File: config.mk
export PLATFORM = sky130hd
export DESIGN_NAME = obj_ram
export DESIGN_NICKNAME = d
export VERILOG_FILES = /design/src/source/obj_ram.sv
export SDC_FILE = /design/constraint.sdc
export NUM_CORES = 1
export LEC_CHECK = 0
export BUFFER_PORTS_ARGS = -buffer_cell sky130_fd_sc_hd__buf_2
export CAP_MARGIN = 0
export CORE_AREA = 2 2 225 227
export DETAILED_ROUTE_END_ITERATION = 12
export DIE_AREA = 0 0 227 229
export HOLD_SLACK_MARGIN = 0.1
export PLACE_DENSITY = 0.73
export REMOVE_ABC_BUFFERS = 1
export SLEW_MARGIN = 20
export SYNTH_ARGS = -nofsm -noshare
export SYNTH_HDL_FRONTEND = slang
export SYNTH_SLANG_ARGS = --single-unit
File: constraint.sdc
create_clock -name clk -period 4.2 [get_ports clk]
set_clock_uncertainty 0.1 [all_clocks]
set_input_delay 0.21 -clock clk [delete_from_list [all_inputs] [get_ports clk]]
set_output_delay 0.21 -clock clk [all_outputs]
set_load 0.01 [all_outputs]
File: src/source/obj_ram.sv
// Byte-wide dual-port sprite RAM with CPU read/write port and scan read port
module obj_ram (
    input  logic       clk,
    // CPU side
    input  logic [5:0] cpu_addr,
    input  logic [7:0] cpu_din,
    input  logic       cpu_we,
    output logic [7:0] cpu_q,
    // Table scan side
    input  logic [5:0] scan_addr,
    output logic [7:0] scan_q
);

    logic [7:0] mem [64];

    // CPU port, read-first
    always_ff @(posedge clk) begin
        if (cpu_we) begin
            mem[cpu_addr] <= cpu_din;
        end
        cpu_q <= mem[cpu_addr];
    end

    // Scan port is read only
    always_ff @(posedge clk) begin
        scan_q <= mem[scan_addr];
    end

endmodule

; Yosys cells after proc, flatten, opt, wreduce, memory -nomap -nowiden
; Memories as Yosys holds them, arrays and structs flattened. A register that Yosys moved wholly into a read port is not among the register bits.
; Cells that the tools add are included.
; Widths: inputs -> output; s select.
[classes]
n_addsub = 0
mul = 0
div_mod_pow = 0
magnitude_cmp = 0
eq_ne = 0
n_shift = 0
mux = 2
bitwise = 0
n_reduce_logical = 0
[op_table]
columns = op, count
row1 = $mux 1, 2
[word_totals]
regBits = 0
latchBits = 0
mem_bits_rw = 512
mem_bits_ro = 0
in_bits = 22
output_inout_bits = 16
elab_cells = 3
n_memories = 1
[mem_list]
columns = name, depth, width, rd, rd_ports_with_merged_regs, write_ports, line
row1 = mem, 64, 8, 2, 2, 1, 14  ; logic [7:0] mem [64];

; Depth between registers and ports, before layout
[logic_depth]
depth_word = 2
mapped_depth = 10
ltp_nobuf = 6

; Least setup slack after synthesis
; No wires, ideal clock.
[synth_path]
kind = in2reg
startpoint = in cpu_addr[2]
endpoint = mem mem[17][0] (enable)
setup_ns = 0.370
t_arrival_ns = 1.703
t_required_ns = 3.730
setup_slack_ns = 2.026
cell_stages = 7
n_path_buf = 4
cell_sequence = buf_2 > buf_2 > buf_2 > buf_2 > nor2b_1 > nand2_1 > nor2_1
[synth_rtl]
columns = element, line
row1 = start: declaration, 5  ; input logic [5:0] cpu_addr,
row2 = end: declaration, 14
; No word-level cell before the write port.

==> flow_summary.yaml <==
run_status:
  run_status: "finished clean"
power:
  p_clk_share_pct: 40.0
  leakage_nw: 8.81
  p_comb_share_pct: 8.9
  power.density_nw_per_um2: 420
  netSwitchingPower_mw: 2.75
  seqPwrFrac_pct: 51.1
  internal_power_mw: 8.76
  p_total_mw: 11.5
  swShare_pct: 23.9
  ir_drop_mv: 0.281
synth:
  syn-instance-count: 1412
  synth_edf_count: 512
  ys_types: 54
  ys_seq_area_share_pct: 64.2
  async_flop_share_pct: 0
  synth_top_family_by_area: "multiplexers"
  synth.top_cells.by_count: "edfxtp_1, mux4_2, nor2_1"
  yosys.area.top_type: "edfxtp_1"
  synth_area_per_cell_um2: 17.3
  synth_xor_area_share_pct: 0
  ys_ff_latch: 528
  syn_area_um2: 24400
  yosys-top-cells-area: "edfxtp_1, mux4_2, mux2i_1"
  synth_fa_ha_area_share_pct: 0
  synth_compound_area_share_pct: 7.27
  yosys.area_share.simple_pct: 4.14
  synth_mux_area_share_pct: 21.8
  synth_top_area_share_pct: 62.9
  ys_warn_count: 0
  yosysMostFrequentCell: "edfxtp_1"
  synthFlopType: "edfxtp_1"
timing:
  report.final.slew_viol_count: 0
  fmax_mhz: 373
  setup_tns_ns: 0
  setup_violations: 0
  period_needed_ns: 2.68
  relSlewSlack_pct: 21.2
  hold_viol: 0
  worst_slew_pin_slew_ns: 1.18
  timing.hold.ws_ns: 0.0948
  timing.final.crit_share_pct: 63.9
  worst_slack_ns: 1.52
  rsz0062_at_grt: "false"
global_routing:
  grt_use_total_pct: 30.3
  antenna_found_initial: 1
  grt_pass1_wl_mm: 112
  grt_pass1_vias: 15545
  grt-ovfl-total: 0
  grt_start_max_net_pins: 70
worst_setup_path:
  arrival_ns: 3.05
  cp-end-kind: "register"
  cp_cell_sequence: "buf_4 > buf_4 > nor2_1 > a221oi_2 > nor2_1 > o21ai_0 > o2111ai_1 > or4_1"
  cpPeakStageDelay_ns: 0.49
  critPathTopFamily: "compound AO/OA/AOI/OAI gates"
  critPathKind: "in2reg"
  cp_slowest_cell: "or4_1"
  critPathLaunchType: "input pin"
  critPathRequiredTime_ns: 4.57
  cp_max_fo: 33
  path_buf_inv: 2
cells_and_area:
  antenna_cells: 0
  drive_above_1_share_pct: 29.0
  area_growth_syn_to_layout_pct: 12.0
  num-nets-final: 1516
  final_util_pct: 55.1
clock_network:
  cts_tree: "yes"
  post_cts_buffers: 0
  cts_buffers: 53
  ctsHoldBuffers: 2
  cts_root_buf: "clkbuf_16"
  cts_max_level: 2
  clkTransAtPathRegs_ns: 0.07
  clk_latency_ns: 0.63
  cts.sinks: 528
  clk_path_buf_depth: 3
  cts_resized: 0
floorplanning:
  boundaryPins: 38
  start_util_pct: 49.2
  die_area_um2: 52000
  die_x_um: 227
  dieHeight_um: 229
  placementRows: 82
  core_area_um2: 49700
placement:
  port_buffers: 37
  pre_cts_slack_ns: 1.10
  gp_congestion: 1.02
  dp_hpwl_mm: 50.9
min_path:
  hold_path_class: "in2reg"
detailed_routing:
  ant_nets: 0
  vias_per_cell: 7.24
  wl_per_cell_um: 35.4
  first_iter_violations: 3006
  num_vias: 15992
  routed_wl_mm: 78.1
  drc: 0
  firstDrtPassIters: 6
flow_run:
  maxCapViolCount: 0
==> per-layer routing <==
metal  share of wire, %  vias to the layer above  track usage, %
met5               0.13                        -            1.23
met4                6.3                        4            14.2
met3                 16                      305            11.4
met2                 44                     1562            44.6
met1                 34                     8022            40.0
li1                   -                     6099               -
==> cell usage in the layout, fill, tap and decap left out, types with 18 or more instances in the layout <==
| master | Yosys | routed |
|---|---|---|
| a21oi_1 | 44 | 44 |
| mux4_2 | 189 | 189 |
| mux2i_1 | 67 | 67 |
| nand2_1 | 36 | 36 |
| o21ai_0 | 19 | 19 |
| mux2_2 | 22 | 22 |
| o22ai_1 | 34 | 34 |
| buf_2 | 36 | 29 |
| a221oi_1 | 42 | 42 |
| buf_4 | 19 | 104 |
| nand3_1 | 22 | 22 |
| a22oi_1 | 35 | 35 |
| nor2_1 | 103 | 102 |
| clkbuf_16 | 0 | 53 |
| o21ai_1 | 18 | 18 |
| edfxtp_1 | 512 | 512 |
==> power by group through the flow <==
stage | Sequential [mW] | Combinational, mW | Clock [mW]
finish | 5.88 | 1.03 | 4.60
global route | 5.88 | 1.05 | 4.81
CTS | 5.87 | 0.983 | 4.61
detailed placement | 5.98 | 0.977 | 0
global placement | 5.98 | 0.966 | 0
floorplan | 5.97 | 0.427 | 0
==> cell type report <==
| cell class | count | area, um^2 |
|---|---|---|
| fill | 3853 | 22300 |
| sequential | 528 | 15700 |
| multi-input combinational | 767 | 8130 |
| clock inverter | 36 | 295 |
| clock buffer | 61 | 1360 |
| timing repair buffer | 141 | 1050 |
| inverter | 3 | 11.3 |
| tap | 672 | 841 |
==> final timing paths <==
path	depth (start not counted)	endpoint	slack (ns)	startpoint
max	8	cpu_q[0]	1.52	cpu_addr[0]
min	1	mem[49][1]	0.09	cpu_din[1]
min reg2reg	4	cpu_q[3]	0.67	mem[38][3]
max reg2reg	5	cpu_q[0]	1.84	mem[31][0]
==> stage by stage <==
| stage | instances | cell area (um^2) |
|---|---|---|
| final | 2208 | 27400 |
| after global placement | 2109 | 25700 |
| after detailed placement | 2109 | 25700 |
| after global routing | 2208 | 27400 |
| after floorplan | 1298 | 23800 |
| after CTS | 2208 | 27400 |
==> flip-flops by register name (all words and copies together), names as in the netlist <==
register  count
mem         512
cpu_q         8
scan_q        8
==> cell families (layout without fill, tap and decap cells) <==
logic type | Yosys count | after routing
DFF | 528 | 528
and+or+nand+nor | 220 | 220
buffers and inverters | 117 | 241
AOI/OAI and AO/OA | 255 | 255
muxes | 292 | 292
Power figures use the tool's default switching activity.
