--- src/source/obj_pkg.sv ---
// Sprite table constants, attribute and draw request structs, ROM word type, pixel reorder
package obj_pkg;

    // Sprite table geometry
    localparam int obj_entries = 24;
    localparam int obj_height  = 16;

    // Offset from sprite xpos to the first line buffer column
    localparam logic [7:0] buf_xoffset = 8'd6;

    // Attribute byte as stored in the low sprite RAM
    typedef struct packed {
        logic       vflip;
        logic       hflip;
        logic [1:0] unused;
        logic [3:0] pal;
    } obj_attr_t;

    // Request handed from the table scan to the draw engine
    typedef struct packed {
        obj_attr_t  attr;
        logic [7:0] code;
        logic [7:0] xpos;
        logic [3:0] row;
        logic       valid;
    } obj_req_t;

    // One ROM word holding eight 4-bit pixels, bits interleaved
    typedef logic [31:0] rom_word_t;

    // Reorder a ROM word so that pixel n sits at bits [4n+3:4n].
    // Pixel n for n < 4 takes bits {n+8, n+12, n, n+4}, high to low;
    // pixels 4..7 use the same pattern moved up by 16 bits
    function automatic rom_word_t pixel_order(rom_word_t w);
        rom_word_t p;
        int        base;
        for (int n = 0; n < 8; n++) begin
            base = (n < 4) ? n : n + 12;
            p[4*n +: 4] = {w[base+8], w[base+12], w[base], w[base+4]};
        end
        return p;
    endfunction

endpackage

--- src/source/obj_scan.sv ---
// Sprite table scanner with vertical band test and draw request generation
module obj_scan (
    input  logic              clk,
    input  logic              rst,
    input  logic              hinit,
    input  logic [7:0]        vrender,
    input  logic [7:0]        hi_q,
    input  logic [7:0]        low_q,
    output logic [5:0]        scan_addr,
    input  logic              draw_busy,
    output obj_pkg::obj_req_t req
);

    import obj_pkg::*;

    typedef enum logic [1:0] {
        s_idle,
        s_read_a,
        s_read_b,
        s_wait
    } scan_state_t;

    scan_state_t state;
    logic [4:0]  entry;
    logic [7:0]  ypos;
    logic [8:0]  band_end;
    logic [7:0]  ydiff;
    logic        in_band;
    logic        last;

    logic        req_valid;
    obj_attr_t   req_attr;
    logic [7:0]  req_code;
    logic [7:0]  req_xpos;
    logic [3:0]  req_row;

    // Y is stored inverted in the odd entries of the low RAM
    assign ypos     = ~low_q;
    assign band_end = {1'b0, vrender} + 9'(obj_height);
    assign in_band  = (ypos >= vrender) && ({1'b0, ypos} < band_end);
    assign ydiff    = vrender - ypos - 8'd1;
    assign last     = entry == 5'(obj_entries - 1);

    // RAM reads are registered, so point at the odd entry one cycle ahead.
    // While stalled, keep the even entry on the bus
    assign scan_addr = {entry, (state == s_read_a) && !draw_busy};

    always_ff @(posedge clk or posedge rst) begin
        if (rst) begin
            state     <= s_idle;
            entry     <= '0;
            req_valid <= 1'b0;
        end else begin
            req_valid <= 1'b0;
            case (state)
                s_idle: begin
                    if (hinit) begin
                        state <= s_read_a;
                    end
                end
                s_read_a: begin
                    if (!draw_busy) begin
                        state <= s_read_b;
                    end
                end
                s_read_b: begin
                    req_valid <= in_band;
                    if (last) begin
                        entry <= '0;
                        state <= s_idle;
                    end else begin
                        entry <= entry + 5'd1;
                        state <= s_wait;
                    end
                end
                // Lets draw_busy rise before the next read
                s_wait: state <= s_read_a;
                default: state <= s_idle;
            endcase
        end
    end

    // Request payload
    always_ff @(posedge clk) begin
        if (state == s_read_a && !draw_busy) begin
            req_xpos <= hi_q;
            req_attr <= low_q;
        end
        if (state == s_read_b) begin
            req_code <= hi_q;
            req_row  <= ydiff[3:0];
        end
    end

    assign req = '{attr: req_attr, code: req_code, xpos: req_xpos,
                   row: req_row, valid: req_valid};

endmodule

--- config.mk ---
export PLATFORM = sky130hd
export DESIGN_NAME = obj_scan
export DESIGN_NICKNAME = d
export VERILOG_FILES = /design/src/source/obj_pkg.sv /design/src/source/obj_scan.sv
export SDC_FILE = /design/constraint.sdc
export NUM_CORES = 1
export LEC_CHECK = 0
export BUFFER_PORTS_ARGS = -buffer_cell sky130_fd_sc_hd__buf_2
export CAP_MARGIN = 20
export CORE_UTILIZATION = 48
export CTS_CLUSTER_SIZE = 25
export DETAILED_ROUTE_END_ITERATION = 6
export PLACE_DENSITY = 0.9
export RECOVER_POWER = 50
export SLEW_MARGIN = 10
export SYNTH_ARGS = -nofsm -noshare
export SYNTH_HDL_FRONTEND = slang
export SYNTH_SLANG_ARGS = --single-unit
--- constraint.sdc ---
create_clock -name clk -period 2 [get_ports clk]
set_input_delay 0.1 -clock clk [delete_from_list [all_inputs] [get_ports clk]]
set_output_delay 0.1 -clock clk [all_outputs]
set_load 0.005 [all_outputs]
Word-level counts from Yosys, hierarchy flattened:

Cells that the tools add are included.

* register bits: 36
* bits in read-only memories: 0
* bits in writable memories: 0
* bits in latches: 0
* memories: 0

* equal/unequal tests: 6
* divide/modulo/power cells: 0
* order comparisons: 2
* shift-type cells: 0
* mux-type cells: 6
* reduce and logical (&&, ||, !) cells: 5
* multipliers: 0
* bitwise operators: 1
* $add $sub $neg: 4

Operator list (count)
* 8-bit by 5-bit adder with 9-bit output, second input constant: 1
* 8-bit by 9-bit < comparator with 1-bit output: 1
* 8-bit greater-or-equal comparator: 1
* 8-bit inverter: 1
* 2-bit one-hot mux with 4 select lines: 1
* 2-bit two-way mux: 3
* 5-bit by 1-bit adder with 5-bit output, second input constant: 1
* 5-bit equality test, second input constant: 1
* 5-bit two-way mux: 1
* 2-bit equality test, second input constant: 2
* 2-bit inequality test, second input constant: 2
* 4-bit by 1-bit subtractor with 4-bit output, second input constant: 1
* 4-bit subtractor: 1
* 2-bit by 1-bit equality test with 1-bit output, second input constant: 1
* 1-bit logical AND: 2
* 2-bit logical NOT: 1
* 2-bit AND reduction: 1
* 1-bit logical NOT: 1
* 1-bit two-way mux: 1

Depth between registers and ports, before layout:

* word-level depth: 4
* depth in mapped cells: 7
* depth with buffers taken out: 7

Worst setup path before layout:

Ideal clock, no wire load.

* path kind: register -> register
* start: reg state[1]
* end: reg req_attr (netlist bit req[21]), enable pin
* clock period less this slack: 1.844 ns
* cell stages (with the launch flop): 4
* data arrival time: 1.450 ns
* setup slack: 0.156 ns
* path through: dfrtp_1 > inv_1 > ha_1 > nor2b_1

* word-level cells in the longest chain between the ends: 2

RTL lines
* start: declaration: RTL line obj_scan.sv:23 `scan_state_t state;`
* start signal: assignment: RTL line obj_scan.sv:50 `state <= s_idle;`
* start signal: assignment: RTL line obj_scan.sv:58 `state <= s_read_a;`
* start signal: assignment: RTL line obj_scan.sv:63 `state <= s_read_b;`
* 2-bit by 1-bit equality test with 1-bit output
* 1-bit logical AND
* net scan_addr[0]: RTL line obj_scan.sv:9 `output logic [5:0] scan_addr,`
* end signal: assignment: RTL line obj_scan.sv:87 `req_attr <= low_q;`
* end: declaration: RTL line obj_scan.sv:32 `obj_attr_t req_attr;`

The timed path passes the listed nets, and every way through them passes these cells.
A chain may end at the register's enable or synchronous reset.

Final worst setup path:

* start: reg state[1]
* end: out scan_addr[0]

* word-level cells in the longest chain between the ends: 2

RTL lines
* 2-bit by 1-bit equality test with 1-bit output: RTL line obj_scan.sv:46 `assign scan_addr = {entry, (state == s_read_a) && !draw_busy};`
* 1-bit logical AND: RTL line obj_scan.sv:46
* end: declaration: RTL line obj_scan.sv:9

No other way between the ends.

==> impl_metrics.ini <==
[clocking]
cts_tree = yes
cts_setup_buffers = 0
clock_latency_ps = 330
clock-sinks = 36
cts_hold_buf = 17
cts.repair.resized = 0
cts_made_buffers = 5
clock-root-buffer = clkbuf_4
cts_buffer_depth = 2
clkTransAtPathRegs_ps = 110
h-tree-depth = 2

[sta]
hold_viol = 0
fin_crit_sh_pct = 83.9
slew_headroom_pct = 78.4
rsz0062_at_grt = no
drv_slew = 0
fmax_mhz = 596
clock_skew_ps = 4.81
worstMarginPinSlew_ps = 323
finalSetupViolCount = 0
final.setup.tns_ps = 0
fin_crit_ps = 1680

[critical_path]
required_ps = 1900
arrival_ps = 1580
critical_path_class = flop to output pin
startpoint_type = flop
worst_setup_path_end_kind = output pin
worst-path-max-fanout = 13

[layout]
syn2layout_area_growth_pct = 37.5
mostFrequentLayoutCells = buf_2, clkbuf_1, edfxtp_1
n_antenna_cell = 0
seqCellArea_um2 = 1040
nets = 260
utilization_pct = 69.5
multi_input_area_um2 = 563
drive_gt1_share_pct = 22.1
nFillCells = 267

[routing]
post_drt_wl_per_cell_um = 13.1
vias = 1235
drc = 0
first_pass_iters = 5
ant_nets = 0
wl_um = 3400
drt_iter0_markers = 30
avgViaCountPerCell = 4.77

[logic_synthesis]
ys_types = 33
synthAdderAreaFrac_pct = 15.2
yosys_warnings = 0
syn_inst = 125
synth_compound_gate_area_share_pct = 9.20
avgSynthCellArea_um2 = 13.6
synthXorXnorAreaFrac_pct = 2.58
synthMuxAreaShare_pct = 1.25
synth_top_family_by_area = adder cells
synth_seq_area_share_pct = 61.3
netlist_area_um2 = 1700
ys_seq_elements = 36
synth-simple-area-share_pct = 4.93
syn_nets = 173

[place]
dp_hpwl_um = 2280
gp_congestion = 0.765
io_buffers = 62

[die]
initial_core_util_pct = 50.5
die_area_um2 = 3780
die_h_um = 61.5
rows = 21
die_w_um = 61.5
core_region_area_um2 = 3360
io_pins = 63

[power]
power.total_mw = 2.46
power.density_nw_per_um2 = 1050
p_leak_nw = 1.05
irDropWorstVdd_mv = 0.677

[grt]
grt_pass1_vias = 1194
overflow = 0
grt_usage_pct = 19.8
antenna_found_initial = 0
grt_max_degree = 14
grt_pass1_wl_um = 5110

[outcome]
status = finished clean

[flow_run]
maxCapViolations = 0

[hold_path]
min_path_type = primary input to flop
==> stage by stage <==
step / area, µm² / hold WS, ps / instances / setup WS [ps]
final: 2340 / 110 / 259 / 323
after floorplan: 1700 / -84.3 / 125 / 156
after global placement: 2080 / 60.1 / 234 / 516
after global routing: 2340 / 106 / 259 / 149
after CTS: 2370 / 93.8 / 259 / 321
after detailed placement: 2080 / 62.7 / 234 / 430
==> cells in the mapped netlist <==
cell type / count / share of area [%]
o21ai_0: 3 / 0.88
inv_1: 21 / 4.6
xnor2_1: 5 / 2.6
inv_2: 1 / 0.22
a31oi_1: 4 / 1.5
and3_1: 1 / 0.37
a21o_1: 2 / 0.88
nor2_1: 1 / 0.22
nand4b_1: 1 / 0.52
a41o_1: 1 / 0.59
and4_1: 1 / 0.52
mux2_2: 1 / 0.66
ha_1: 19 / 14
buf_4: 1 / 0.44
a221oi_2: 1 / 0.88
nand3_1: 4 / 1.2
nand2b_1: 1 / 0.37
mux2i_1: 1 / 0.59
edfxtp_1: 28 / 49
and2_1: 1 / 0.37
nand2_1: 3 / 0.66
buf_2: 1 / 0.29
a22oi_1: 1 / 0.44
fa_1: 1 / 1.2
dfrtp_1: 8 / 12
o22ai_1: 1 / 0.37
nor2b_1: 2 / 0.74
a21oi_2: 1 / 0.52
o21bai_1: 1 / 0.44
o21ai_1: 1 / 0.29
a21o_2: 1 / 0.52
a21oi_1: 5 / 1.5
o211ai_1: 1 / 0.44
==> power by group <==
group	internal (mW)	switching, mW
clock	0.515	0.234
sequential	1.01	0.0829
combinational	0.289	0.327
==> layer usage <==
metal / vias up / part of all wire (%) / track usage (%)
li1: 620 / - / -
met1: 565 / 40 / 20.1
met2: 44 / 54 / 38.4
met3: 6 / 5.0 / 4.83
met4: 0 / 1.6 / 7.94
met5: - / 0 / 0
==> worst max-delay path: stages, from the launching register on <==
cell and delay (ps):
dfrtp_1 400, inv_1 90, ha_1 180, nor2b_1 170, buf_4 240, buf_2 150
==> layout make-up <==
class	instances	share of cell area [%]
clock buffers	5	1.61
clock inverters	3	3.86
inverters	22	3.54
multi-input cells	65	24.1
flip-flops and latches	36	44.6
well taps	46	2.46
repair buffers	82	19.9
==> path summary, 6_finish.rpt <==
path	from	to	slack, ps	depth (start not counted)
max	state[1]	scan_addr[0]	320	5
min	vrender[0]	req_row[0]	110	2
max reg2reg	state[0]	req_valid	530	5
min reg2reg	entry[3]	entry[3]	540	1
max in group asynchronous	rst	state[1]	1520	3
min in group asynchronous	rst	entry[0]	240	3
==> state kept, by name (all words and copies together) (netlist names) <==
register / count
req_xpos: 8
entry: 5
req: 8
req_row: 4
state: 2
req_valid: 1
req_code: 8
==> cell families after synthesis <==
| logic type | count (synthesis) |
|---|---|
| AO/OA/AOI/OAI | 23 |
| AND/OR/NAND/NOR | 15 |
| adder cells (fa/ha/maj) | 20 |
| multiplexers | 2 |
| flip-flops | 36 |
| buffers and inverters | 24 |
| XOR/XNOR | 5 |
Power figures use the tool's default switching activity.
