==> src/source/obj_pkg.sv <==
// Sprite table constants, attribute and draw request structs, ROM word type, pixel reorder
package obj_pkg;

    // Sprite table geometry
    localparam int obj_entries = 24;
    localparam int obj_height  = 16;

    // Offset from sprite xpos to the first line buffer column
    localparam logic [7:0] buf_xoffset = 8'd6;

    // Attribute byte as stored in the low sprite RAM
    typedef struct packed {
        logic       vflip;
        logic       hflip;
        logic [1:0] unused;
        logic [3:0] pal;
    } obj_attr_t;

    // Request handed from the table scan to the draw engine
    typedef struct packed {
        obj_attr_t  attr;
        logic [7:0] code;
        logic [7:0] xpos;
        logic [3:0] row;
        logic       valid;
    } obj_req_t;

    // One ROM word holding eight 4-bit pixels, bits interleaved
    typedef logic [31:0] rom_word_t;

    // Reorder a ROM word so that pixel n sits at bits [4n+3:4n].
    // Pixel n for n < 4 takes bits {n+8, n+12, n, n+4}, high to low;
    // pixels 4..7 use the same pattern moved up by 16 bits
    function automatic rom_word_t pixel_order(rom_word_t w);
        rom_word_t p;
        int        base;
        for (int n = 0; n < 8; n++) begin
            base = (n < 4) ? n : n + 12;
            p[4*n +: 4] = {w[base+8], w[base+12], w[base], w[base+4]};
        end
        return p;
    endfunction

endpackage

==> src/source/obj_draw.sv <==
// Sprite draw engine with two-word ROM fetch, pixel reorder and buffer address stepping
module obj_draw #(
    parameter int rom_aw = 14
) (
    input  logic               clk,
    input  logic               rst,
    input  obj_pkg::obj_req_t  req,
    output logic               draw_busy,
    // Graphics ROM
    output logic [rom_aw-1:0]  rom_addr,
    output logic               rom_cs,
    input  obj_pkg::rom_word_t rom_data,
    input  logic               rom_ok,
    // Line buffer write side
    output logic [3:0]         pix,
    output logic [3:0]         pal_bank,
    output logic [7:0]         buf_addr,
    output logic               buf_we
);

    import obj_pkg::*;

    logic       accept;
    logic       got_word;
    logic       half;
    logic [2:0] cnt;
    obj_attr_t  cur_attr;
    logic [7:0] cur_code;
    logic [3:0] cur_line;
    rom_word_t  pix_sr;
    logic [7:0] start_addr;

    assign accept   = req.valid && !draw_busy;
    assign got_word = rom_cs && rom_ok;

    // Mirrored sprites start at the right edge and walk left
    assign start_addr = req.xpos + buf_xoffset + (req.attr.hflip ? 8'd15 : 8'd0);

    // 8 code bits, 4 line bits and the half select; upper bits stay zero
    assign rom_addr = rom_aw'({cur_code, cur_line, half});

    assign pix      = pix_sr[3:0];
    assign pal_bank = cur_attr.pal;

    // Control
    always_ff @(posedge clk or posedge rst) begin
        if (rst) begin
            draw_busy <= 1'b0;
            rom_cs    <= 1'b0;
            buf_we    <= 1'b0;
            half      <= 1'b0;
            cnt       <= '0;
        end else begin
            if (accept) begin
                draw_busy <= 1'b1;
                rom_cs    <= 1'b1;
                half      <= 1'b0;
            end else if (got_word) begin
                rom_cs <= 1'b0;
                buf_we <= 1'b1;
                cnt    <= '0;
            end else if (buf_we) begin
                cnt <= cnt + 3'd1;
                if (cnt == 3'd7) begin
                    buf_we <= 1'b0;
                    if (half) begin
                        draw_busy <= 1'b0;
                    end else begin
                        // Second word of the row
                        half   <= 1'b1;
                        rom_cs <= 1'b1;
                    end
                end
            end
        end
    end

    // Sprite data and pixel shifter
    always_ff @(posedge clk) begin
        if (accept) begin
            cur_attr <= req.attr;
            cur_code <= req.code;
            cur_line <= req.row ^ {4{req.attr.vflip}};
            buf_addr <= start_addr;
        end
        if (got_word) begin
            pix_sr <= pixel_order(rom_data);
        end else if (buf_we) begin
            pix_sr   <= pix_sr >> 4;
            buf_addr <= cur_attr.hflip ? buf_addr - 8'd1 : buf_addr + 8'd1;
        end
    end

endmodule

==> config.mk <==
export PLATFORM = sky130hd
export DESIGN_NAME = obj_draw
export DESIGN_NICKNAME = d
export VERILOG_FILES = /design/src/source/obj_pkg.sv /design/src/source/obj_draw.sv
export SDC_FILE = /design/constraint.sdc
export NUM_CORES = 1
export LEC_CHECK = 0
export BUFFER_PORTS_ARGS = -buffer_cell sky130_fd_sc_hd__buf_2
export CAP_MARGIN = 10
export CORE_MARGIN = 2
export CORE_UTILIZATION = 46
export DETAILED_ROUTE_END_ITERATION = 10
export PLACE_DENSITY = 0.88
export RECOVER_POWER = 25
export SKIP_CTS_REPAIR_TIMING = 1
export SYNTH_ARGS = -nofsm -noshare
export SYNTH_HDL_FRONTEND = slang
export SYNTH_SLANG_ARGS = --single-unit
export TNS_END_PERCENT = 20
==> constraint.sdc <==
create_clock -name clk -period 1.75 [get_ports clk]
set_input_delay 0.175 -clock clk [delete_from_list [all_inputs] [get_ports clk]]
set_output_delay 0.175 -clock clk [all_outputs]
set_load 0.01 [all_outputs]
# Word level (Yosys, flattened, before mapping)
# Cells that the tools add are included.
# op_classes
muxes	26
n_lt_le_gt_ge	0
addsub	5
div	0
n_reduce_logical	13
eq_ne	3
mul	0
n_bitwise	2
shifts	0
# op_table
cell	count
32-bit 2-to-1 mux	2
8-bit 2-to-1 mux	4
1-bit 2-to-1 mux	17
8-bit by 1-bit adder with 8-bit output (second input constant)	1
8-bit by 3-bit adder with 8-bit output (second input constant)	1
8-bit by 4-bit adder with 8-bit output	1
2-bit nonzero test	4
8-bit by 1-bit subtractor with 8-bit output (second input constant)	1
3-bit 2-to-1 mux	2
3-bit AND reduction	2
3-bit nonzero test	2
4-bit 2-to-1 mux	1
4-bit AND reduction	1
4-bit bitwise XOR	1
3-bit by 1-bit adder with 3-bit output (second input constant)	1
3-bit == test (second input constant)	1
3-bit != test (second input constant)	1
1-bit logical AND	2
2-bit != test (second input constant)	1
2-bit AND reduction	1
1-bit logical NOT	1
1-bit NOT	1
# totals
ram_bits	0
mem_bits_ro	0
reg_bits	64
mem_count	0
output_inout_bits	33
latchBits	0

# Longest topological paths before layout
# Gate-level depths: netlist of the first run.
# depth
depth_word	5
mapped_depth	11

# Worst setup path before layout of the first run
# No wires, ideal clock.
# synth_path
kind	flip-flop to flip-flop
from	register rom_cs
to	register cnt[0]
setup_ns	0.125
path_slack_ns	-0.229
stages_incl_launch_ff	5
t_required_ns	1.625
arrival_ns	1.854
cell_sequence	dfrtp_1 nand2_1 nand2b_1 nand2_1 mux2_2
# synth_between
elab_chain_cells	3
elab_cells_between_ends	4
cone_classes	1 x mux; 3 x reduce/logical
# synth_rtl
item	line	source
from (decl)	obj_draw.sv:11	output logic rom_cs,
from (signal assigned)	obj_draw.sv:49	rom_cs <= 1'b0;
from (signal assigned)	obj_draw.sv:56	rom_cs <= 1'b1;
from (signal assigned)	obj_draw.sv:59	rom_cs <= 1'b0;
1-bit logical AND (*)	obj_draw.sv:34	assign got_word = rom_cs && rom_ok;
2-bit nonzero test (no line)	--	
2-bit AND reduction (no line)	--	
to (signal assigned)	obj_draw.sv:63	cnt <= cnt + 3'd1;
to (decl)	obj_draw.sv:26	logic [2:0] cnt;
# Mark *: on every way between the ends. The rest lies on a longest branch, timed or not.
# A chain may end at the register's enable or synchronous reset.

# Worst setup path after layout of the first run
# layout_path
from	register cur_attr[6] (netlist name)
to	register buf_addr[7]
# layout_between
elab_chain_cells	3
# layout_rtl
item	line	source
from (decl)	obj_draw.sv:27	obj_attr_t cur_attr;
from (signal assigned)	obj_draw.sv:81	cur_attr <= req.attr;
8-bit 2-to-1 mux	obj_draw.sv:90	buf_addr <= cur_attr.hflip ? buf_addr - 8'd1 : buf_addr + 8'd1;
8-bit 2-to-1 mux	obj_draw.sv:88	end else if (buf_we) begin
8-bit 2-to-1 mux	obj_draw.sv:86	if (got_word) begin
to (signal assigned)	obj_draw.sv:84	buf_addr <= start_addr;
to (signal assigned)	obj_draw.sv:90	
to (decl)	obj_draw.sv:17	output logic [7:0] buf_addr,
# Every way passes these cells.

==> metrics.txt, run 1 <==
die width=86.2 um; Crit Path Class=register to register; total CTS buffers=9; total number of vias=2246; Distinct cells, synth=41; share of cells above drive strength 1=47.2%; Final WS setup=-0.294 ns; MaxCap Viol Count=0; H-tree lvl count=3; Slew Viols, Final=0; first-pass detailed-route iteration total=4; Reg-to-Reg End=buf_addr[7]; Post-route DRC=0; Initial Util=48.2%; end of the critical path=buf_addr[7]; VDD IR max=890 uV; flop-to-flop setup slack=-0.29 ns; port bufs=93; Clock Path Buffers=2; r2r worst-path depth=7; vias in the first global route=2160; via/cell ratio=5.14; R2R Path Start=cur_attr[6]; Post-synth EDFFs=49; Period Utilization, post-route=117%; initial antenna violation count=0; Reg clk slew, reported paths=0.08 ns; failing checks=negative setup slack; DPL Wire Length=4720 um; worst min-delay path class=input pin to register; worst-skew pair later-pin latency=0.34 ns; CP Capture Type=register; Max Clock Skew=0.0118 ns; final wirelength=6660 um; sequential fraction of the synthesis area=58.1%; GRT Overall Usage=17.5%; cells after synthesis=240; gr ovfl total=0; Netlist Area Pre-Place=3110 um2; crit path from=cur_attr[6]; Cell Rows=29; core area=6460 um2; final hold slack=0.0235 ns; Post-DRT Antenna Nets=0; unrepaired setup endpoints after global routing=true; CTS tree=yes; syn_area_per_cell=13.0 um2; # IOs=97; ANT cells=0; Routed WL per cell=15.2 um; CP Data Required Time=1.95 ns; Die Y=86.2 um; f_max=0.489 GHz; Seq cells post-synth=64; fin util=63.6%; Placer Congestion=0.834; PwrDens=1650 nW/um2; pre-CTS WS=-0.405 ns; worst-path fanout max=4; final hold violation count=0; # nets final=438; Worst setup SP type=register; status=finished with violations; syn nets=322; global-route wire length before repair=9980 um; Ys Warns=0; Post-synth top flop=edfxtp_1; die area=7440 um2; initial DRC count=69; Post-synth ARST share=10.9%; most common cell after layout, fill and taps aside=buf_2; total power=6.76 mW; Tmin final=2.04 ns; Critical Path AT=2.25 ns; commonest cells after routing, fill and taps aside=buf_2 (82), edfxtp_1 (49), mux2_2 (29); largest net degree at the start of global routing=34; P&R area growth vs syn=32.0%; # setup viols final=2; clock sinks=64; Leak=1.81 nW; root buffer selected by CTS=clkbuf_8
[report_power, final]
part / total, mW / switching (mW) / leakage (nW) / internal, mW
Combinational: 2.99 / 1.44 / 1.09 / 1.55
Clock: 1.03 / 0.543 / 0.0770 / 0.491
Sequential: 2.74 / 0.287 / 0.649 / 2.45
Total: 6.76 / 2.27 / 1.81 / 4.49
[metrics by stage]
stage                     setup TNS (ns)  area [um2]  cells
after global placement            -0.715        3830    419
after floorplan                   -0.237        3150    240
after global routing              -0.753        4110    437
final                             -0.567        4110    437
after CTS                         -0.640        3990    434
after detailed placement           -1.25        3830    419
[metal layers]
metal	routed length [um]	vias to the layer above	GRT usage, %
met2	3360	89	30.4
met3	393	17	4.00
met4	154	0	7.81
met5	0	-	0
met1	2750	1038	20.8
li1	-	1102	-
[area by class of cell]
cell class,instances,area [um2]
Clock buffer,10,128
Sequential cell,64,1810
Clock inverter,5,25.0
Multi-Input combinational cell,144,1280
Timing Repair Buffer,121,706
Inverter,16,60.1
Fill cell,511,2350
Tap cell,77,96.3
[synthesized netlist by cell type (2+ instances only)]
library cell   n  area, um2
o21a_1         3       22.5
and2_0         2       12.5
nand2_1       15       56.3
nor3_1         3       15.0
fa_1           2       40.0
dfxtp_1        8        160
and3_1         5       31.3
a22o_1         2       17.5
inv_1         16       60.1
clkbuf_1       3       11.3
a211oi_1       4       30.0
xor2_1         5       43.8
nand3_1        3       15.0
nand2b_1       2       12.5
dfrtp_1        7        175
mux2_2        29        327
xnor2_1        4       35.0
a21oi_1       12       60.1
nor2_1         7       26.3
ha_1          16        200
a311oi_1       2       17.5
o21ai_0       11       55.1
edfxtp_1      49       1470
buf_4         10       75.1
buf_1          3       11.3
nor2b_1        2       12.5
[worst min path at each step]
| stage | startpoint | to | slack [ns] | depth (start not counted) |
|---|---|---|---|---|
| final | req[21] | pal_bank[0] | 0.02 | 1 |
| after global routing | req[18] | cur_code[5] | 0.006 | 1 |
| after CTS | rst | cnt[2] | -0.24 | 2 |
| after detailed placement | rst | cnt[2] | 0.12 | 2 |
| after global placement | rst | cnt[1] | 0.11 | 2 |
| after floorplan | rst | buf_we | -0.02 | 1 |
[registers in the layout, summed over array words and instances (netlist names)]
register	cells
pal_bank	4
buf_addr	8
cur_attr	1
rom_cs	1
pix_sr	32
draw_busy	1
half	1
cur_code	8
cnt	3
buf_we	1
cur_line	4
[worst max-delay path: stages (launching register included)]
cell and delay [ns]:
edfxtp_1 0.48, buf_6 0.19, ha_4 0.24, a21oi_4 0.15
a211oi_2 0.10, or3_4 0.39, a311oi_2 0.28, a311oi_2 0.07
[logic make-up after synthesis]
| family | synth area share (%) |
|---|---|
| other | 0.121 |
| buffers and inverters | 5.07 |
| AO/OA/AOI/OAI | 8.81 |
| XOR/XNOR | 2.53 |
| adder cells (fa/ha/maj) | 7.72 |
| multiplexers | 10.8 |
| flip-flops | 58.1 |
| AND/OR/NAND/NOR | 6.84 |
(Power assumes the default switching activity.)
==> inputs of run 2 (changes only) <==
- MAX_ROUTING_LAYER: unset -> met4
==> metrics.txt, run 2 (same netlist as run 1, synthesis figures left out) <==
status=finished with violations (unchanged); failing checks=negative setup slack (unchanged); Reg with most FFs=pix_sr (unchanged); global-route wire length before repair=10000 um (was 9980 um); GRT Overall Usage=18.1% (was 17.5%); Crit Path Class=register to register (unchanged); Leak=1.81 nW (unchanged); clock network power share=15.3% (about the same); Die Y=86.2 um (unchanged); f_max=0.489 GHz (about the same); H-tree lvl count=3 (unchanged); first-pass detailed-route iteration total=4 (unchanged); # fillers=511 (unchanged); CP Data Required Time=1.95 ns (about the same); Critical Path AT=2.25 ns (about the same); Worst path max stage delay=0.48 ns (about the same); Largest register FFs=32 (unchanged); Placer Congestion=0.847 (was 0.834); worst-path fanout max=4 (unchanged); total power=6.77 mW (was 6.76 mW); P&R area growth vs syn=32.0% (unchanged); total CTS buffers=9 (unchanged); pre-CTS WS=-0.405 ns (unchanged); Most Frequent Cell on Critical Path=a311oi_2 (unchanged); slowest CP cell=edfxtp_1 (unchanged); final wirelength=6650 um (was 6660 um); ANT cells=0 (unchanged); share of cells above drive strength 1=47.2% (unchanged); initial DRC count=61 (was 69); Slew Viols, Final=0 (unchanged); initial antenna violation count=0 (unchanged); Reg clk slew, reported paths=0.08 ns (about the same); VDD IR max=887 uV (was 890 uV); vias in the first global route=2155 (was 2160); Worst setup SP type=register (unchanged); Tmin final=2.04 ns (about the same); # setup viols final=2 (unchanged); NetSw=2.28 mW (was 2.27 mW); CTS tree=yes (unchanged); Post-route DRC=0 (unchanged); part of the power in registers=40.4% (was 40.5%); Final WS setup=-0.294 ns (about the same); Max Clock Skew=0.0118 ns (about the same); die width=86.2 um (unchanged); CP top delay family=compound AO/OA/AOI/OAI gates (unchanged); root buffer selected by CTS=clkbuf_8 (unchanged); most common cell after layout, fill and taps aside=buf_2 (unchanged); Period Utilization, post-route=117% (about the same); CP Capture Type=register (unchanged); Worst Path Buf+Inv=1 (unchanged); fin util=63.6% (unchanged); largest registers=pix_sr: 32 flops, buf_addr: 8 flops, cur_code: 8 flops (unchanged); clock sinks=64 (unchanged); Post-DRT Antenna Nets=0 (unchanged); via/cell ratio=5.16 (was 5.14); final hold slack=0.0228 ns (was 0.0235 ns); final hold violation count=0 (unchanged); total number of vias=2256 (was 2246); # IOs=97 (unchanged); Clock Path Buffers=2 (unchanged); P_int=4.49 mW (about the same); Switching Share=33.6% (about the same); gr ovfl total=0 (unchanged); crit path cell chain=buf_6 > ha_4 > a21oi_4 > a211oi_2 > or3_4 > a311oi_2 > a311oi_2 (unchanged); Cell Rows=29 (unchanged); die area=7440 um2 (unchanged); Routed WL per cell=15.2 um (about the same); worst-skew pair later-pin latency=0.34 ns (about the same); unrepaired setup endpoints after global routing=true (unchanged); largest net degree at the start of global routing=34 (unchanged); Initial Util=48.2% (unchanged); combinational share of power=44.2% (about the same); DPL Wire Length=4720 um (unchanged); worst min-delay path class=input pin to register (unchanged); PwrDens=1650 nW/um2 (about the same); post-route cell area=4110 um2 (unchanged); Post-Place Cell Area=3830 um2 (unchanged); core area=6460 um2 (unchanged); port bufs=93 (unchanged); MaxCap Viol Count=0 (unchanged); # nets final=438 (unchanged); commonest cells after routing, fill and taps aside=buf_2 (82), edfxtp_1 (49), mux2_2 (29) (unchanged)
==> run 2: power by group through the flow <==
stage | registers, mW | clock network (mW) | logic, mW
global placement | 2.70 | 0 | 2.56
global route | 2.80 | 1.13 | 3.29
floorplan | 2.77 | 0 | 1.67
finish | 2.74 | 1.04 | 2.99
detailed placement | 2.75 | 0 | 2.69
CTS | 2.72 | 1.06 | 2.71
==> run 2: layer usage <==
metal | global-route usage [%] | routed length, um | vias to the layer above
met1 | 20.9 | 2770 | 1044
met4 | 7.81 | 174 | 0
met2 | 30.3 | 3320 | 95
met3 | 4.29 | 384 | 17
met5 | - | 0 | -
li1 | - | - | 1100
==> run 2: per-stage QoR <==
stage / std cells / TNS [ns]
after floorplan: 240 / -0.237
after global placement: 419 / -0.715
after detailed placement: 419 / -1.25
after CTS: 434 / -0.640
after global routing: 437 / -0.751
final: 437 / -0.573
==> run 2: path summary, 6_finish.rpt <==
path	startpoint	to	slack, ns	cells after the start
setup reg to reg	cur_attr[6]	buf_addr[7]	-0.29	7
hold / removal	req[21]	pal_bank[0]	0.02	1
setup / recovery	cur_attr[6]	buf_addr[7]	-0.29	7
min in group asynchronous	rst	cnt[0]	0.31	3
max in group asynchronous	rst	buf_we	1.22	3
hold reg to reg	draw_busy	draw_busy	0.50	2
==> run 2: area by class of cell <==
class / instances / area, um2 / share of cell area, %
multi-input combinational: 144 / 1280 / 31.3
tap: 77 / 96.3 / 2.35
sequential: 64 / 1810 / 44.0
timing repair buffer: 121 / 706 / 17.2
clock buffer: 10 / 128 / 3.11
clock inverter: 5 / 25.0 / 0.609
inverter: 16 / 60.1 / 1.46
==> run 2: worst reg2reg max path, delay by kind of cell, from the launching register on <==
| family | cells | cell delay, ns |
|---|---|---|
| AO/OA/AOI/OAI | 4 | 0.61 |
| adder cells (fa/ha/maj) | 1 | 0.24 |
| buffers and inverters | 1 | 0.19 |
| flip-flops | 1 | 0.48 |
| AND/OR/NAND/NOR | 1 | 0.39 |
==> inputs of run 3 (changes only) <==
- CORE_ASPECT_RATIO: unset -> 1.5
- CORE_UTILIZATION: 46 -> 51
- PLACE_DENSITY: 0.88 -> 0.92
- clock period: 1.75 -> 2.28 ns (I/O delays scaled with it)
==> metrics.txt, run 3 (same netlist as run 1, synthesis figures left out) <==
final hold violation count=0 (unchanged); via/cell ratio=5.23 (was 5.16); final wirelength=5850 um (was 6650 um); flop-to-flop setup slack=0.12 ns (was -0.29 ns); worst-path fanout max=7 (was 4); worst min-delay path class=input pin to register (unchanged); global-route wire length before repair=9450 um (was 10000 um); Largest register FFs=32 (unchanged); commonest cells after routing, fill and taps aside=buf_2 (81), edfxtp_1 (49), mux2_2 (29) (was buf_2 (82), edfxtp_1 (49), mux2_2 (29)); Placer Congestion=0.827 (was 0.847); CP Data Required Time=2.52 ns (was 1.95 ns); Slew Viols, Final=0 (unchanged); core area=5830 um2 (was 6460 um2); # nets final=418 (was 438); Reg with most FFs=pix_sr (unchanged); P&R area growth vs syn=22.6% (was 32.0%); Final WS setup=0.118 ns (was -0.294 ns); most common cell after layout, fill and taps aside=buf_2 (unchanged); share of cells above drive strength 1=39.3% (was 47.2%); Slew HR=61.0%; worst slew pin tran=0.584 ns; r2r worst-path depth=6 (was 7); gr ovfl total=0 (unchanged); GRT Overall Usage=19.4% (was 18.1%); Crit Path Class=register to register (unchanged); MaxCap Viol Count=0 (unchanged); Cell Count, Final, Fillers Out=413 (was 437); Routed WL per cell=14.2 um (was 15.2 um); clock sinks=64 (unchanged); end of the critical path=buf_addr[7] (unchanged); H-tree lvl count=3 (unchanged); die width=67.8 um (was 86.2 um); Post-route DRC=0 (unchanged); total number of vias=2161 (was 2256); VDD IR max=670 uV (was 887 uV); largest registers=pix_sr: 32 flops, buf_addr: 8 flops, cur_code: 8 flops (unchanged); R2R Path Start=cur_attr[6] (unchanged); f_max=0.462 GHz (was 0.489 GHz); CP Capture Type=register (unchanged); Leak=1.70 nW (was 1.81 nW); status=completed (was finished with violations); Reg clk slew, reported paths=0.07 ns (was 0.08 ns); initial antenna violation count=0 (unchanged); Reg-to-Reg End=buf_addr[7] (unchanged); Max Clock Skew=0.00723 ns (was 0.0118 ns); CTS tree=yes (unchanged); port bufs=93 (unchanged); Inst Count DP=395 (was 419); Initial Util=53.4% (was 48.2%); Critical Path AT=2.41 ns (was 2.25 ns); # setup viols final=0 (was 2); total CTS buffers=9 (unchanged); Tmin final=2.16 ns (was 2.04 ns); vias in the first global route=2174 (was 2155); Die Y=99.7 um (was 86.2 um); PwrDens=1250 nW/um2 (was 1650 nW/um2); initial DRC count=87 (was 61); Period Utilization, post-route=94.8% (was 117%); die area=6750 um2 (was 7440 um2); largest net degree at the start of global routing=33 (was 34); worst-skew pair later-pin latency=0.33 ns (was 0.34 ns); pre-CTS WS=-0.00173 ns (was -0.405 ns); Cell Rows=34 (was 29); root buffer selected by CTS=clkbuf_8 (unchanged); Worst setup SP type=register (unchanged); first-pass detailed-route iteration total=4 (unchanged); Clock Path Buffers=2 (unchanged); crit path from=cur_attr[6] (unchanged); # IOs=97 (unchanged); DPL Wire Length=4390 um (was 4720 um); Post-DRT Antenna Nets=0 (unchanged); ANT cells=0 (unchanged)
## run 3: cell types whose count changed in the layout (fill, tap and decap cells not counted), sizes merged
cell	change
clkinvlp	+1
bufinv	+1
clkbuf	-1
buf	-20
## run 3: per-stage QoR
step | hold WS, ns | util [%] | power [mW] | area [um2] | setup TNS (ns)
floorplan | 0.0314 | - | 3.37 | 3110 | 0
global placement | 0.160 | 62.0 | 3.74 | 3610 | 0
detailed placement | 0.173 | 62.0 | 3.87 | 3610 | -0.00173
CTS | -0.195 | 65.4 | 4.83 | 3810 | 0
global route | 0.0528 | 65.4 | 5.13 | 3810 | -0.0225
finish | 0.0726 | 65.4 | 4.77 | 3810 | 0
## run 3: final cells by class
type | count | area [um2]
clock buffer | 9 | 124
sequential | 64 | 1810
clock inverter | 7 | 72.6
fill | 455 | 2020
timing repair buffer | 101 | 513
tap | 72 | 90.1
inverter | 16 | 60.1
multi-input combinational | 144 | 1150
## run 3: report_power, final
| group | internal [mW] | total (mW) | switching (mW) |
|---|---|---|---|
| clock | 0.504 | 0.937 | 0.434 |
| combinational | 0.828 | 1.75 | 0.921 |
| sequential | 1.88 | 2.09 | 0.206 |
## run 3: worst min path at each step
| stage | startpoint | to | slack [ns] | depth (start not counted) |
|---|---|---|---|---|
| 2_1_floorplan | rst | buf_we | 0.03 | 1 |
| 5_1_grt | req[22] | pal_bank[1] | 0.05 | 1 |
| 3_5_place_dp | rst | cnt[0] | 0.17 | 2 |
| 3_3_place_gp | rst | half | 0.16 | 2 |
| 4_1_cts | rst | cnt[0] | -0.20 | 2 |
| 6_report | req[18] | cur_code[5] | 0.07 | 1 |
## run 3: per-layer routing
metal	wire length, um	global-route usage (%)	up-vias
met5	0	-	-
met4	78	8.63	0
met3	400	4.41	7
met2	3260	34.5	79
met1	2110	19.5	1018
li1	-	-	1057
## run 3: worst max-delay path, cell delays in order (launching register included)
cell and delay, ns:
edfxtp_1 0.53, ha_1 0.39, a21oi_2 0.22, a211oi_1 0.13, or3_1 0.39, and2_0 0.17, a311oi_1 0.24
